## src/hw/issue_pkg.sv

```systemverilog
////////////////////////////////////////////////////////////
// Shared types and constants for the decode and issue stage
// Opcode classes, funct3 codes, unit indices, ALU logic ops
////////////////////////////////////////////////////////////
`default_nettype none

package issue_pkg;

    ////////////////////////////////////////////////////////////
    // Widths
    localparam int XLEN = 32;
    localparam int ID_WIDTH = 4;
    localparam int NUM_UNITS = 3;

    typedef logic [XLEN-1:0] xlen_t;
    typedef logic [31:0] instr_t;
    typedef logic [4:0] reg_addr_t;
    typedef logic [ID_WIDTH-1:0] id_t;
    typedef logic [4:0] opcode_class_t;
    typedef logic [2:0] fn3_t;
    typedef logic [20:0] pc_offset_t;
    typedef logic [11:0] ls_offset_t;
    typedef logic [NUM_UNITS-1:0] unit_mask_t;

    ////////////////////////////////////////////////////////////
    // Opcode classes, bits 6:2 of the opcode
    localparam opcode_class_t LOAD_C = 5'b00000;
    localparam opcode_class_t FENCE_C = 5'b00011;
    localparam opcode_class_t OP_IMM_C = 5'b00100;
    localparam opcode_class_t AUIPC_C = 5'b00101;
    localparam opcode_class_t STORE_C = 5'b01000;
    localparam opcode_class_t OP_C = 5'b01100;
    localparam opcode_class_t LUI_C = 5'b01101;
    localparam opcode_class_t BRANCH_C = 5'b11000;
    localparam opcode_class_t JALR_C = 5'b11001;
    localparam opcode_class_t JAL_C = 5'b11011;
    localparam opcode_class_t SYSTEM_C = 5'b11100;

    // Integer funct3 codes
    localparam fn3_t ADD_SUB_F3 = 3'b000;
    localparam fn3_t SLT_F3 = 3'b010;
    localparam fn3_t SLTU_F3 = 3'b011;
    localparam fn3_t XOR_F3 = 3'b100;
    localparam fn3_t OR_F3 = 3'b110;
    localparam fn3_t AND_F3 = 3'b111;

    ////////////////////////////////////////////////////////////
    // Execution unit positions in a unit mask
    localparam int BRANCH_UNIT = 0;
    localparam int ALU_UNIT = 1;
    localparam int LS_UNIT = 2;

    // Adder path for everything that is not a bitwise op
    typedef enum logic [1:0] {
        ALU_ADD = 2'b00,
        ALU_XOR = 2'b01,
        ALU_OR = 2'b10,
        ALU_AND = 2'b11
    } alu_logic_op_t;

    typedef enum logic {
        STAGE_EMPTY = 1'b0,
        STAGE_FULL = 1'b1
    } issue_state_t;

endpackage

`default_nettype wire

```

## src/hw/issue_stage_if.sv

```systemverilog
////////////////////////////////////////////////////////////
// Issue-stage contents shared by the decoder and its consumers
////////////////////////////////////////////////////////////
`default_nettype none

interface issue_stage_if;
    import issue_pkg::*;

    logic stage_valid;
    unit_mask_t needed;
    logic uses_rs1;
    logic uses_rs2;
    reg_addr_t rs1_addr;
    reg_addr_t rs2_addr;
    logic is_store;
    id_t id;
    xlen_t pc;
    fn3_t fn3;

    // Capture strobe and stage clear, driven back from issue control
    logic load;
    logic flush;

    modport stage (
        output stage_valid, needed, uses_rs1, uses_rs2, rs1_addr, rs2_addr,
        output is_store, id, pc, fn3,
        input load, flush
    );

    modport sink (
        input stage_valid, needed, uses_rs1, uses_rs2, rs1_addr, rs2_addr,
        input is_store, id, pc, fn3,
        output load, flush
    );

endinterface

`default_nettype wire

```

## src/hw/decode_issue_top.sv

```systemverilog
////////////////////////////////////////////////////////////
// Decode and issue stage top level
// Decoder, per-unit issue ports, issue control, operand path
////////////////////////////////////////////////////////////
`default_nettype none

module decode_issue_top (
    input logic clk,
    input logic rst,

    // Decode handshake
    input logic decode_valid,
    input issue_pkg::instr_t decode_instruction,
    input issue_pkg::xlen_t decode_pc,
    input issue_pkg::id_t decode_id,
    output logic decode_advance,

    // Register file and scoreboard
    output issue_pkg::reg_addr_t rs1_addr,
    output issue_pkg::reg_addr_t rs2_addr,
    input issue_pkg::xlen_t rs1_data,
    input issue_pkg::xlen_t rs2_data,
    input logic rs1_busy,
    input logic rs2_busy,

    // Units
    input issue_pkg::unit_mask_t unit_ready,
    output issue_pkg::unit_mask_t new_request,
    output issue_pkg::id_t issue_id,
    output logic instruction_issued,
    output issue_pkg::xlen_t issue_pc,
    output issue_pkg::fn3_t issue_fn3,

    input logic issue_hold,
    input logic flush,

    // Operands
    output issue_pkg::xlen_t alu_in1,
    output issue_pkg::xlen_t alu_in2,
    output logic alu_subtract,
    output issue_pkg::alu_logic_op_t alu_logic_op,
    output issue_pkg::pc_offset_t branch_pc_offset,
    output issue_pkg::ls_offset_t ls_offset,
    output logic ls_store,
    output logic ls_forward
);
    import issue_pkg::*;

    unit_mask_t blocks;

    issue_stage_if stage_if ();

    decode_stage decode_i (
        .clk(clk),
        .rst(rst),
        .decode_instruction(decode_instruction),
        .decode_pc(decode_pc),
        .decode_id(decode_id),
        .decode_valid(decode_valid),
        .stage(stage_if.stage)
    );

    ////////////////////////////////////////////////////////////
    // One issue check per unit
    for (genvar u = 0; u < NUM_UNITS; u++) begin : g_port
        unit_issue_port #(
            .UNIT_INDEX(u),
            .NEEDS_RS2((u == LS_UNIT) ? 1'b0 : 1'b1)
        ) port_i (
            .clk(clk),
            .rst(rst),
            .stage(stage_if.sink),
            .ready(unit_ready[u]),
            .rs1_busy(rs1_busy),
            .rs2_busy(rs2_busy),
            .blocks(blocks[u])
        );
    end

    issue_control control_i (
        .clk(clk),
        .rst(rst),
        .issue_hold(issue_hold),
        .flush(flush),
        .stage(stage_if.sink),
        .decode_valid(decode_valid),
        .blocks(blocks),
        .decode_advance(decode_advance),
        .new_request(new_request),
        .issue_id(issue_id),
        .instruction_issued(instruction_issued)
    );

    operand_mux operands_i (
        .clk(clk),
        .decode_instruction(decode_instruction),
        .decode_pc(decode_pc),
        .stage(stage_if.sink),
        .rs1_data(rs1_data),
        .rs2_data(rs2_data),
        .rs2_busy(rs2_busy),
        .alu_in1(alu_in1),
        .alu_in2(alu_in2),
        .alu_subtract(alu_subtract),
        .alu_logic_op(alu_logic_op),
        .branch_pc_offset(branch_pc_offset),
        .ls_offset(ls_offset),
        .ls_store(ls_store),
        .ls_forward(ls_forward)
    );

    // Register file reads straight from the stage
    assign rs1_addr = stage_if.rs1_addr;
    assign rs2_addr = stage_if.rs2_addr;
    assign issue_pc = stage_if.pc;
    assign issue_fn3 = stage_if.fn3;

endmodule

`default_nettype wire

```

## src/hw/decode_stage.sv

```systemverilog
////////////////////////////////////////////////////////////
// Instruction decoder and one-entry issue-stage register
// Field split, register usage flags and unit selection
////////////////////////////////////////////////////////////
`default_nettype none

module decode_stage (
    input logic clk,
    input logic rst,

    input issue_pkg::instr_t decode_instruction,
    input issue_pkg::xlen_t decode_pc,
    input issue_pkg::id_t decode_id,
    input logic decode_valid,

    issue_stage_if.stage stage
);
    import issue_pkg::*;

    opcode_class_t opcode_class;
    fn3_t fn3;
    reg_addr_t rs1_addr;
    reg_addr_t rs2_addr;

    logic uses_rs1;
    logic uses_rs2;
    logic is_store;
    logic mul_div_op;
    unit_mask_t needed;

    ////////////////////////////////////////////////////////////
    // Field split
    assign opcode_class = decode_instruction[6:2];
    assign fn3 = decode_instruction[14:12];
    assign rs1_addr = decode_instruction[19:15];
    assign rs2_addr = decode_instruction[24:20];

    // OP with bit 25 set is M-extension
    assign mul_div_op = (opcode_class == OP_C) && decode_instruction[25];

    ////////////////////////////////////////////////////////////
    // Register usage
    always_comb begin
        uses_rs1 = 1'b1;
        if (opcode_class inside {LUI_C, AUIPC_C, JAL_C}) begin
            uses_rs1 = 1'b0;
        end
    end

    assign uses_rs2 = opcode_class inside {BRANCH_C, STORE_C, OP_C};
    assign is_store = (opcode_class == STORE_C);

    ////////////////////////////////////////////////////////////
    // Unit selection
    always_comb begin
        needed = '0;
        needed[BRANCH_UNIT] = opcode_class inside {BRANCH_C, JAL_C, JALR_C};

        // Jumps also write the link address through the ALU
        needed[ALU_UNIT] = ((opcode_class == OP_C) && !mul_div_op) ||
                           (opcode_class inside {OP_IMM_C, AUIPC_C, LUI_C, JAL_C, JALR_C});

        needed[LS_UNIT] = opcode_class inside {LOAD_C, STORE_C};
    end

    ////////////////////////////////////////////////////////////
    // Issue-stage register
    always_ff @(posedge clk) begin
        if (rst || stage.flush) begin
            stage.stage_valid <= 1'b0;
        end else if (stage.load) begin
            stage.stage_valid <= decode_valid;
        end
    end

    // Payload follows the same capture strobe
    always_ff @(posedge clk) begin
        if (stage.load) begin
            stage.needed <= needed;
            stage.uses_rs1 <= uses_rs1;
            stage.uses_rs2 <= uses_rs2;
            stage.rs1_addr <= rs1_addr;
            stage.rs2_addr <= rs2_addr;
            stage.is_store <= is_store;
            stage.id <= decode_id;
            stage.pc <= decode_pc;
            stage.fn3 <= fn3;
        end
    end

endmodule

`default_nettype wire

```

## src/hw/issue_control.sv

```systemverilog
////////////////////////////////////////////////////////////
// Issue decision, request pulses and stage load control
////////////////////////////////////////////////////////////
`default_nettype none

module issue_control (
    input logic clk,
    input logic rst,
    input logic issue_hold,
    input logic flush,

    issue_stage_if.sink stage,

    input logic decode_valid,
    input issue_pkg::unit_mask_t blocks,

    output logic decode_advance,
    output issue_pkg::unit_mask_t new_request,
    output issue_pkg::id_t issue_id,
    output logic instruction_issued
);
    import issue_pkg::*;

    logic issue;
    logic load;
    issue_state_t state_q;

    ////////////////////////////////////////////////////////////
    // Issue and advance
    // No-unit instructions have no blocker and retire right away
    assign issue = stage.stage_valid && !issue_hold && !flush && !(|blocks);

    assign new_request = issue ? stage.needed : '0;
    assign instruction_issued = issue;
    assign issue_id = stage.id;

    // Flush wins over a new capture
    assign load = !issue_hold && !flush && (!stage.stage_valid || issue);
    assign decode_advance = decode_valid && load;

    assign stage.load = load;
    assign stage.flush = flush;

    // Occupancy tracked here against the decoder's valid bit
    always_ff @(posedge clk) begin
        if (rst || flush) begin
            state_q <= STAGE_EMPTY;
        end else if (load) begin
            state_q <= decode_valid ? STAGE_FULL : STAGE_EMPTY;
        end
    end

    ////////////////////////////////////////////////////////////
    // Assertions
    occupancy_matches: assert property (@(posedge clk) disable iff (rst)
        (state_q == STAGE_FULL) == stage.stage_valid)
        else $error("issue-stage occupancy mismatch");

    no_overwrite: assert property (@(posedge clk) disable iff (rst)
        (state_q == STAGE_FULL && stage.load) |-> instruction_issued)
        else $error("full stage loaded without issue");

endmodule

`default_nettype wire

```

## src/hw/operand_mux.sv

```systemverilog
////////////////////////////////////////////////////////////
// Registered immediates and operand selection
// ALU inputs, branch offset and load-store offset
////////////////////////////////////////////////////////////
`default_nettype none

module operand_mux (
    input logic clk,

    input issue_pkg::instr_t decode_instruction,
    input issue_pkg::xlen_t decode_pc,

    issue_stage_if.sink stage,

    input issue_pkg::xlen_t rs1_data,
    input issue_pkg::xlen_t rs2_data,
    input logic rs2_busy,

    output issue_pkg::xlen_t alu_in1,
    output issue_pkg::xlen_t alu_in2,
    output logic alu_subtract,
    output issue_pkg::alu_logic_op_t alu_logic_op,
    output issue_pkg::pc_offset_t branch_pc_offset,
    output issue_pkg::ls_offset_t ls_offset,
    output logic ls_store,
    output logic ls_forward
);
    import issue_pkg::*;

    opcode_class_t opc;
    fn3_t fn3;
    logic arith_op;
    xlen_t pre_in1;
    xlen_t pre_in2;
    alu_logic_op_t logic_op;
    pc_offset_t pc_offset;

    xlen_t pre_in1_q;
    xlen_t pre_in2_q;
    logic rs1_use_regfile_q;
    logic rs2_use_regfile_q;

    assign opc = decode_instruction[6:2];
    assign fn3 = decode_instruction[14:12];
    assign arith_op = opc inside {OP_C, OP_IMM_C};

    ////////////////////////////////////////////////////////////
    // Decode-side immediates
    always_comb begin
        if (opc inside {LUI_C, AUIPC_C}) begin
            pre_in2 = {decode_instruction[31:12], 12'b0};
        end else if (opc inside {JAL_C, JALR_C}) begin
            pre_in2 = 32'd4;
        end else begin
            pre_in2 = {{20{decode_instruction[31]}}, decode_instruction[31:20]};
        end
        pre_in1 = (opc inside {AUIPC_C, JAL_C, JALR_C}) ? decode_pc : '0;
    end

    always_comb begin
        logic_op = ALU_ADD;
        if (arith_op) begin
            case (fn3)
                XOR_F3: logic_op = ALU_XOR;
                OR_F3: logic_op = ALU_OR;
                AND_F3: logic_op = ALU_AND;
                default: logic_op = ALU_ADD;
            endcase
        end
    end

    // JALR, JAL, then conditional branch
    always_comb begin
        if (opc == JALR_C) begin
            pc_offset = {{9{decode_instruction[31]}}, decode_instruction[31:20]};
        end else if (opc == JAL_C) begin
            pc_offset = {decode_instruction[31], decode_instruction[19:12],
                         decode_instruction[20], decode_instruction[30:21], 1'b0};
        end else begin
            pc_offset = {{8{decode_instruction[31]}}, decode_instruction[31],
                         decode_instruction[7], decode_instruction[30:25],
                         decode_instruction[11:8], 1'b0};
        end
    end

    ////////////////////////////////////////////////////////////
    // Captured with the stage
    always_ff @(posedge clk) begin
        if (stage.load) begin
            pre_in1_q <= pre_in1;
            pre_in2_q <= pre_in2;
            rs1_use_regfile_q <= !(opc inside {LUI_C, AUIPC_C, JAL_C, JALR_C});
            rs2_use_regfile_q <= !(opc inside {LUI_C, AUIPC_C, JAL_C, JALR_C, OP_IMM_C});
            // SUB, SLT[I] and SLTU[I]
            alu_subtract <= arith_op && ((fn3 inside {SLT_F3, SLTU_F3}) ||
                ((opc == OP_C) && (fn3 == ADD_SUB_F3) && decode_instruction[30]));
            alu_logic_op <= logic_op;
            branch_pc_offset <= pc_offset;
            ls_offset <= (opc == STORE_C) ?
                {decode_instruction[31:25], decode_instruction[11:7]} :
                decode_instruction[31:20];
        end
    end

    assign alu_in1 = rs1_use_regfile_q ? rs1_data : pre_in1_q;
    assign alu_in2 = rs2_use_regfile_q ? rs2_data : pre_in2_q;

    assign ls_store = stage.is_store;
    assign ls_forward = stage.stage_valid && stage.is_store && rs2_busy;

endmodule

`default_nettype wire

```

## src/hw/unit_issue_port.sv

```systemverilog
////////////////////////////////////////////////////////////
// Issue check for one execution unit
////////////////////////////////////////////////////////////
`default_nettype none

module unit_issue_port #(
    parameter int UNIT_INDEX = 0,
    parameter bit NEEDS_RS2 = 1'b1
) (
    input logic clk,
    input logic rst,

    issue_stage_if.sink stage,

    input logic ready,
    input logic rs1_busy,
    input logic rs2_busy,

    output logic blocks
);
    import issue_pkg::*;

    logic needed;
    logic rs1_wait;
    logic rs2_wait;
    logic request;

    assign needed = stage.needed[UNIT_INDEX];

    assign rs1_wait = stage.uses_rs1 && rs1_busy;
    // Load-store forwards rs2 itself, so it waits on rs1 only
    assign rs2_wait = NEEDS_RS2 && stage.uses_rs2 && rs2_busy;

    assign blocks = needed && (!ready || rs1_wait || rs2_wait);

    // A full stage loads again only when it issues
    assign request = stage.stage_valid && stage.load && needed;

    ////////////////////////////////////////////////////////////
    // Assertions
    request_to_ready_unit: assert property (@(posedge clk) disable iff (rst)
        request |-> ready)
        else $error("request sent to unit %0d while not ready", UNIT_INDEX);

    blocked_stage_holds: assert property (@(posedge clk) disable iff (rst)
        (stage.stage_valid && blocks && !stage.flush) |=>
            (stage.stage_valid && $stable(stage.id)))
        else $error("stage changed while unit %0d blocked", UNIT_INDEX);

endmodule

`default_nettype wire

```

## config.mk

```make
export PLATFORM = sky130hd
export DESIGN_NAME = decode_issue_top
export DESIGN_NICKNAME = d
export VERILOG_FILES = /design/src/hw/issue_pkg.sv /design/src/hw/issue_stage_if.sv /design/src/hw/decode_issue_top.sv /design/src/hw/decode_stage.sv /design/src/hw/issue_control.sv /design/src/hw/operand_mux.sv /design/src/hw/unit_issue_port.sv
export SDC_FILE = /design/constraint.sdc
export NUM_CORES = 1
export LEC_CHECK = 0
export BUFFER_PORTS_ARGS = -buffer_cell sky130_fd_sc_hd__buf_2
export CORE_MARGIN = 2
export CORE_UTILIZATION = 48
export CTS_CLUSTER_DIAMETER = 30
export DETAILED_ROUTE_END_ITERATION = 6
export PLACE_DENSITY = 0.82
export SETUP_SLACK_MARGIN = 0.3
export SKIP_LAST_GASP = 1
export SLEW_MARGIN = 10
export SYNTH_ARGS = -nofsm -noshare
export SYNTH_HDL_FRONTEND = slang
export SYNTH_SLANG_ARGS = --single-unit
export TNS_END_PERCENT = 10
```

## constraint.sdc

```tcl
create_clock -name clk -period 6.1 [get_ports clk]
set_input_delay 0.915 -clock clk [delete_from_list [all_inputs] [get_ports clk]]
set_output_delay 0.915 -clock clk [all_outputs]
set_load 0.05 [all_outputs]
```

# After elaboration in Yosys (flattened, before gate mapping)
# Cells that the tools add are included.
[totals]
ff_bits = 158
latchBits = 0
mem_bits_rw = 0
romBits = 0
out_inout_bits = 156
word_cells = 95
mem_count = 0
[classes]
n_addsub = 0
n_mul = 0
div_mod_pow = 0
order_cmp = 0
n_eq_ne = 13
shifts = 0
muxes = 10
bitwise_logic = 0
n_reduce_logical = 52
[ops]
columns = ["op", "n"]
rows = [
  ["$mux W32", 4],
  ["$mux W20", 2],
  ["$logic_and A1 B1 Y1", 18],
  ["$eq A5 B4 Y1 const B", 3],
  ["$eq A5 B5 Y1 const B", 3],
  ["$reduce_bool A3 Y1", 4],
  ["$eq A5 B3 Y1 const B", 2],
  ["$logic_not A1 Y1", 10],
  ["$reduce_bool A2 Y1", 5],
  ["$eq A3 B3 Y1 const B", 3],
  ["$logic_or A1 B1 Y1", 9],
  ["$eq A3 B2 Y1 const B", 2],
  ["$pmux W2 S3", 1],
  ["$logic_not A5 Y1", 1],
  ["$mux W5", 1],
  ["$reduce_bool A5 Y1", 1],
  ["$reduce_bool A4 Y1", 1],
  ["$logic_not A3 Y1", 1],
  ["$mux W3", 1],
  ["$reduce_or A3 Y1", 1],
  ["$reduce_or A2 Y1", 1],
  ["$mux W1", 1],
]

# Depth between registers and ports, before layout
[logic_depth]
ltp_word = 10
depth_mapped = 7
depth_no_buf = 4

# Least setup slack after synthesis
# No wires, ideal clock.
[synth_timing]
kind = "in2reg"
start = "input port unit_ready[2]"
end = "register decode_i.stage.fn3[0], enable pin"
setup_ps = 447
arrival_ps = 3539
setup_slack_ps = 2114
stages = 4
path_cell_list = "a21bo_1 a211o_1 nor3_1 or2_2"
[synth_via]
elab_chain_cells = 8
[synth_lines]
columns = ["item", "line", "text"]
rows = [
  ["start, declared", "decode_issue_top.sv:27", "input issue_pkg::unit_mask_t unit_ready,"],
  ["$logic_not A1 Y1", "unit_issue_port.sv:34", "assign blocks = needed && (!ready || rs1_wait || rs2_wait);"],
  ["$logic_or A1 B1 Y1", "unit_issue_port.sv:34", ""],
  ["$logic_and A1 B1 Y1", "unit_issue_port.sv:34", ""],
  ["$reduce_or A3 Y1", "issue_control.sv:31", "assign issue = stage.stage_valid && !issue_hold && !flush && !(|blocks);"],
  ["$logic_not A1 Y1", "issue_control.sv:31", ""],
  ["$logic_and A1 B1 Y1", "issue_control.sv:31", ""],
  ["$logic_or A1 B1 Y1", "issue_control.sv:38", "assign load = !issue_hold && !flush && (!stage.stage_valid || issue);"],
  ["$logic_and A1 B1 Y1", "issue_control.sv:38", ""],
  ["net control_i.stage.load", "issue_stage_if.sv:33", "output load, flush"],
  ["end, declared", "issue_stage_if.sv:26", "output is_store, id, pc, fn3,"],
]
# The timed path passes the listed nets, and every way through them passes these cells.
# A chain may end at the register's enable or synchronous reset.

# Worst setup path after layout
[layout_timing]
start = "input port rs1_busy"
end = "output port new_request[0]"
[layout_via]
elab_chain_cells = 8
word_cells_on_any_way = 13
[layout_lines]
columns = ["item", "line", "text"]
rows = [
  ["start, declared", "decode_issue_top.sv:23", "input logic rs1_busy,"],
  ["$logic_and A1 B1 Y1 *", "unit_issue_port.sv:30", "assign rs1_wait = stage.uses_rs1 && rs1_busy;"],
  ["$logic_or A1 B1 Y1 (2 in a row)", "unit_issue_port.sv:34", ""],
  ["$logic_and A1 B1 Y1", "unit_issue_port.sv:34", ""],
  ["$reduce_or A3 Y1 *", "issue_control.sv:31", ""],
  ["$logic_not A1 Y1 *", "issue_control.sv:31", ""],
  ["$logic_and A1 B1 Y1 *", "issue_control.sv:31", ""],
  ["$mux W3 *", "issue_control.sv:33", "assign new_request = issue ? stage.needed : '0;"],
  ["end, declared", "decode_issue_top.sv:28", "output issue_pkg::unit_mask_t new_request,"],
]
# Every way passes the cells marked *; elsewhere a longest branch is shown, timed or not.

==> run summary <==
Detailed Place HPWL: 11.5 mm
Dpl cells: 846
WP buf/inv: 2
Pin count of the biggest net entering global routing: 92
Synthesized area per cell: 16.0 sq um
First-pass GRT wire length: 23.4 mm
Post-synth net total: 543
Number of flops mapped to enable cells by yosys: 150
Clk_lat worst skew: 0.41 ns
Total grt overflow: 0
CP max stage delay: 0.33 ns
TritonCTS clock tree: done
CP arrival: 2.29 ns
Endpoints failing hold: 0
Fillers: 985
Starting density of the core: 48.7%
Peak VDD IR: 0.194 mV
WL per Instance: 17.9 microns
WL final: 15.6 mm
Core area: 13100 sq um
Slew @ Worst Pin: 0.808 ns
Flop2flop setup slack: 3.20 ns
Total of max-cap violations: 0
Synth Cell Area: 6400 sq um
Cell mode on critical path: buf_2
Yosys reg bits: 151
N_diodes: 0
Initial antenna violation count: 2
Total track usage: 21.9%
Clock Sinks: 151
Hold buffer count at CTS: 0
Async set or reset register ratio after synthesis: 0%
CTS max path bufs: 2
Commonest non-fill, non-tap cell in the layout: buf_2
Most frequent cells in the layout: buf_2, edfxtp_1, mux2_2
Setup Fix Bufs, Post-CTS: 0
Sum Neg Setup Slack: 0 ns
Port Buf Inserts: 295
Vias per cell: 5.07
Site row count: 42
RSZ-0062 raised after global routing: no
Setup crit start kind: input pin
PwrDens: 329 nW/um^2
DRC viols: 0
Main synth FF type: edfxtp_1
Share of post-route cells with drive strength above 1: 56.9%
Final Skew: 0.00612 ns
Setup Viol. Count Final: 0
Rel. slew slack: 46.1%
Crit-path slowest cell: nor3_1
Static Leak: 3.68 nW
Min Clock Period, post-route: 3.21 ns
Post-route antenna net violation count: 0
Clock tree root driver cell: clkbuf_16
Status: finished, final reports clean
DR iter-0 viols: 307
Hold crit path type: reg -> reg
Placer Congestion: 0.774
Die area: 14300 sq um
Setup crit end kind: output port
Vias in the first global route: 4392
Clock-pin slew on the worst setup and hold paths: 0.05 ns
Horiz. Die Dim: 119 microns
TritonCTS buffer count: 17
Via count: 4435
Final max-slew violation count: 0
Finished Layout Cells: 875
First drt pass iteration count: 4
Seq/Total Area, Yosys: 70.7%
Tot Pwr: 2.82 mW
Post-layout util: 65.1%
Final period util: 52.6%
Crit path kind: in -> out
PostCTS Resize Cnt: 0
P&R area growth vs syn: 33.8%
Die Ht: 119 microns
Worst-path cell chain: buf_2 > a21bo_1 > a211o_1 > nor3_1 > and3_1 > buf_2
H-tree depth: 4
CP delay by family, top: simple AND/OR/NAND/NOR gates
Yosys warns: 0
IO Count: 298
Nets@finish: 831
Achievable Freq: 312 MHz
Crit-path max FO: 5
Synthesized instance count: 401
Worst Path Required: 5.18 ns
Netlist cell types: 38
## logic make-up after synthesis
kind of cell / share of synthesized area, %
xor+xnor: 0.137
flops: 70.7
mux: 12.8
simple gates: 9.39
buf+inv: 3.36
compound gates: 3.58
## routing by layer
layer,GRT usage (%),share of wire [%]
met1,24.6,37
met2,38.4,53
met3,6.90,7.9
met4,9.12,2.3
met5,0,0.19
## synthesized netlist by cell type (2+ instances only)
cell | number | share of area [%]
edfxtp_1 | 150 | 70
mux2_2 | 67 | 12
nand2_1 | 46 | 2.7
and2_1 | 43 | 4.2
buf_2 | 10 | 0.78
buf_4 | 10 | 1.2
a41o_1 | 8 | 1.3
nor3_1 | 7 | 0.55
and3_1 | 6 | 0.59
clkbuf_1 | 6 | 0.35
inv_1 | 6 | 0.35
mux2_1 | 5 | 0.88
buf_6 | 4 | 0.70
a21boi_0 | 3 | 0.35
nor3b_1 | 3 | 0.35
o21ai_0 | 3 | 0.23
a31oi_1 | 2 | 0.20
nand2b_1 | 2 | 0.20
## worst paths after layout
check	depth (start not counted)	endpoint	startpoint
min reg2reg	2	decode_i.stage.stage_valid	decode_i.stage.stage_valid
max reg2reg	5	operands_i.pre_in2_q[1]	decode_i.stage.uses_rs1
min	2	decode_i.stage.stage_valid	decode_i.stage.stage_valid
max	6	new_request[0]	rs1_busy
## cell type report
class	count	area [sq um]	share of cell area, %
clock buffer	17	425	4.97
clock inverter	12	185	2.16
inverter	6	22.5	0.263
multi-input combinational	214	1660	19.4
sequential	151	4520	52.9
tap	176	220	2.57
timing repair buffer	299	1520	17.7
## tightest hold or removal path: stages (launching register included)
cell and delay (ns):
dfxtp_1 0.36, o31ai_1 0.10, a211oi_1 0.08
## sequential cells by signal, summed over array words and instances, names as in the netlist
name / flops
operands_i.alu_logic_op: 2
decode_i.stage.rs2_addr: 5
decode_i.stage.rs1_addr: 5
operands_i.rs2_use_regfile_q: 1
operands_i.alu_subtract: 1
operands_i.ls_offset: 11
operands_i.rs1_use_regfile_q: 1
operands_i.pre_in2_q: 32
decode_i.stage.pc: 32
operands_i.pre_in1_q: 32
decode_i.stage.id: 4
decode_i.stage.fn3: 3
operands_i.branch_pc_offset: 15
decode_i.stage.uses_rs1: 1
decode_i.stage.is_store: 1
decode_i.stage.stage_valid: 1
decode_i.stage.needed: 3
decode_i.stage.uses_rs2: 1
## stage by stage
stage	cell area (sq um)	worst slack, ns	hold slack [ns]
global route	8560	2.78	0.633
global placement	7950	2.72	0.552
detailed placement	7950	2.65	0.565
CTS	8560	2.88	0.579
finish	8560	2.89	0.584
floorplan	6400	2.11	0.502
## report_power, final
| group | leakage [nW] | internal (mW) | switching [mW] | total (mW) |
|---|---|---|---|---|
| registers | 1.44 | 1.22 | 0.0190 | 1.24 |
| clock network | 0.301 | 0.712 | 0.377 | 1.09 |
| logic | 1.94 | 0.125 | 0.360 | 0.485 |
Note: power is estimated with default switching activity, not from simulation.
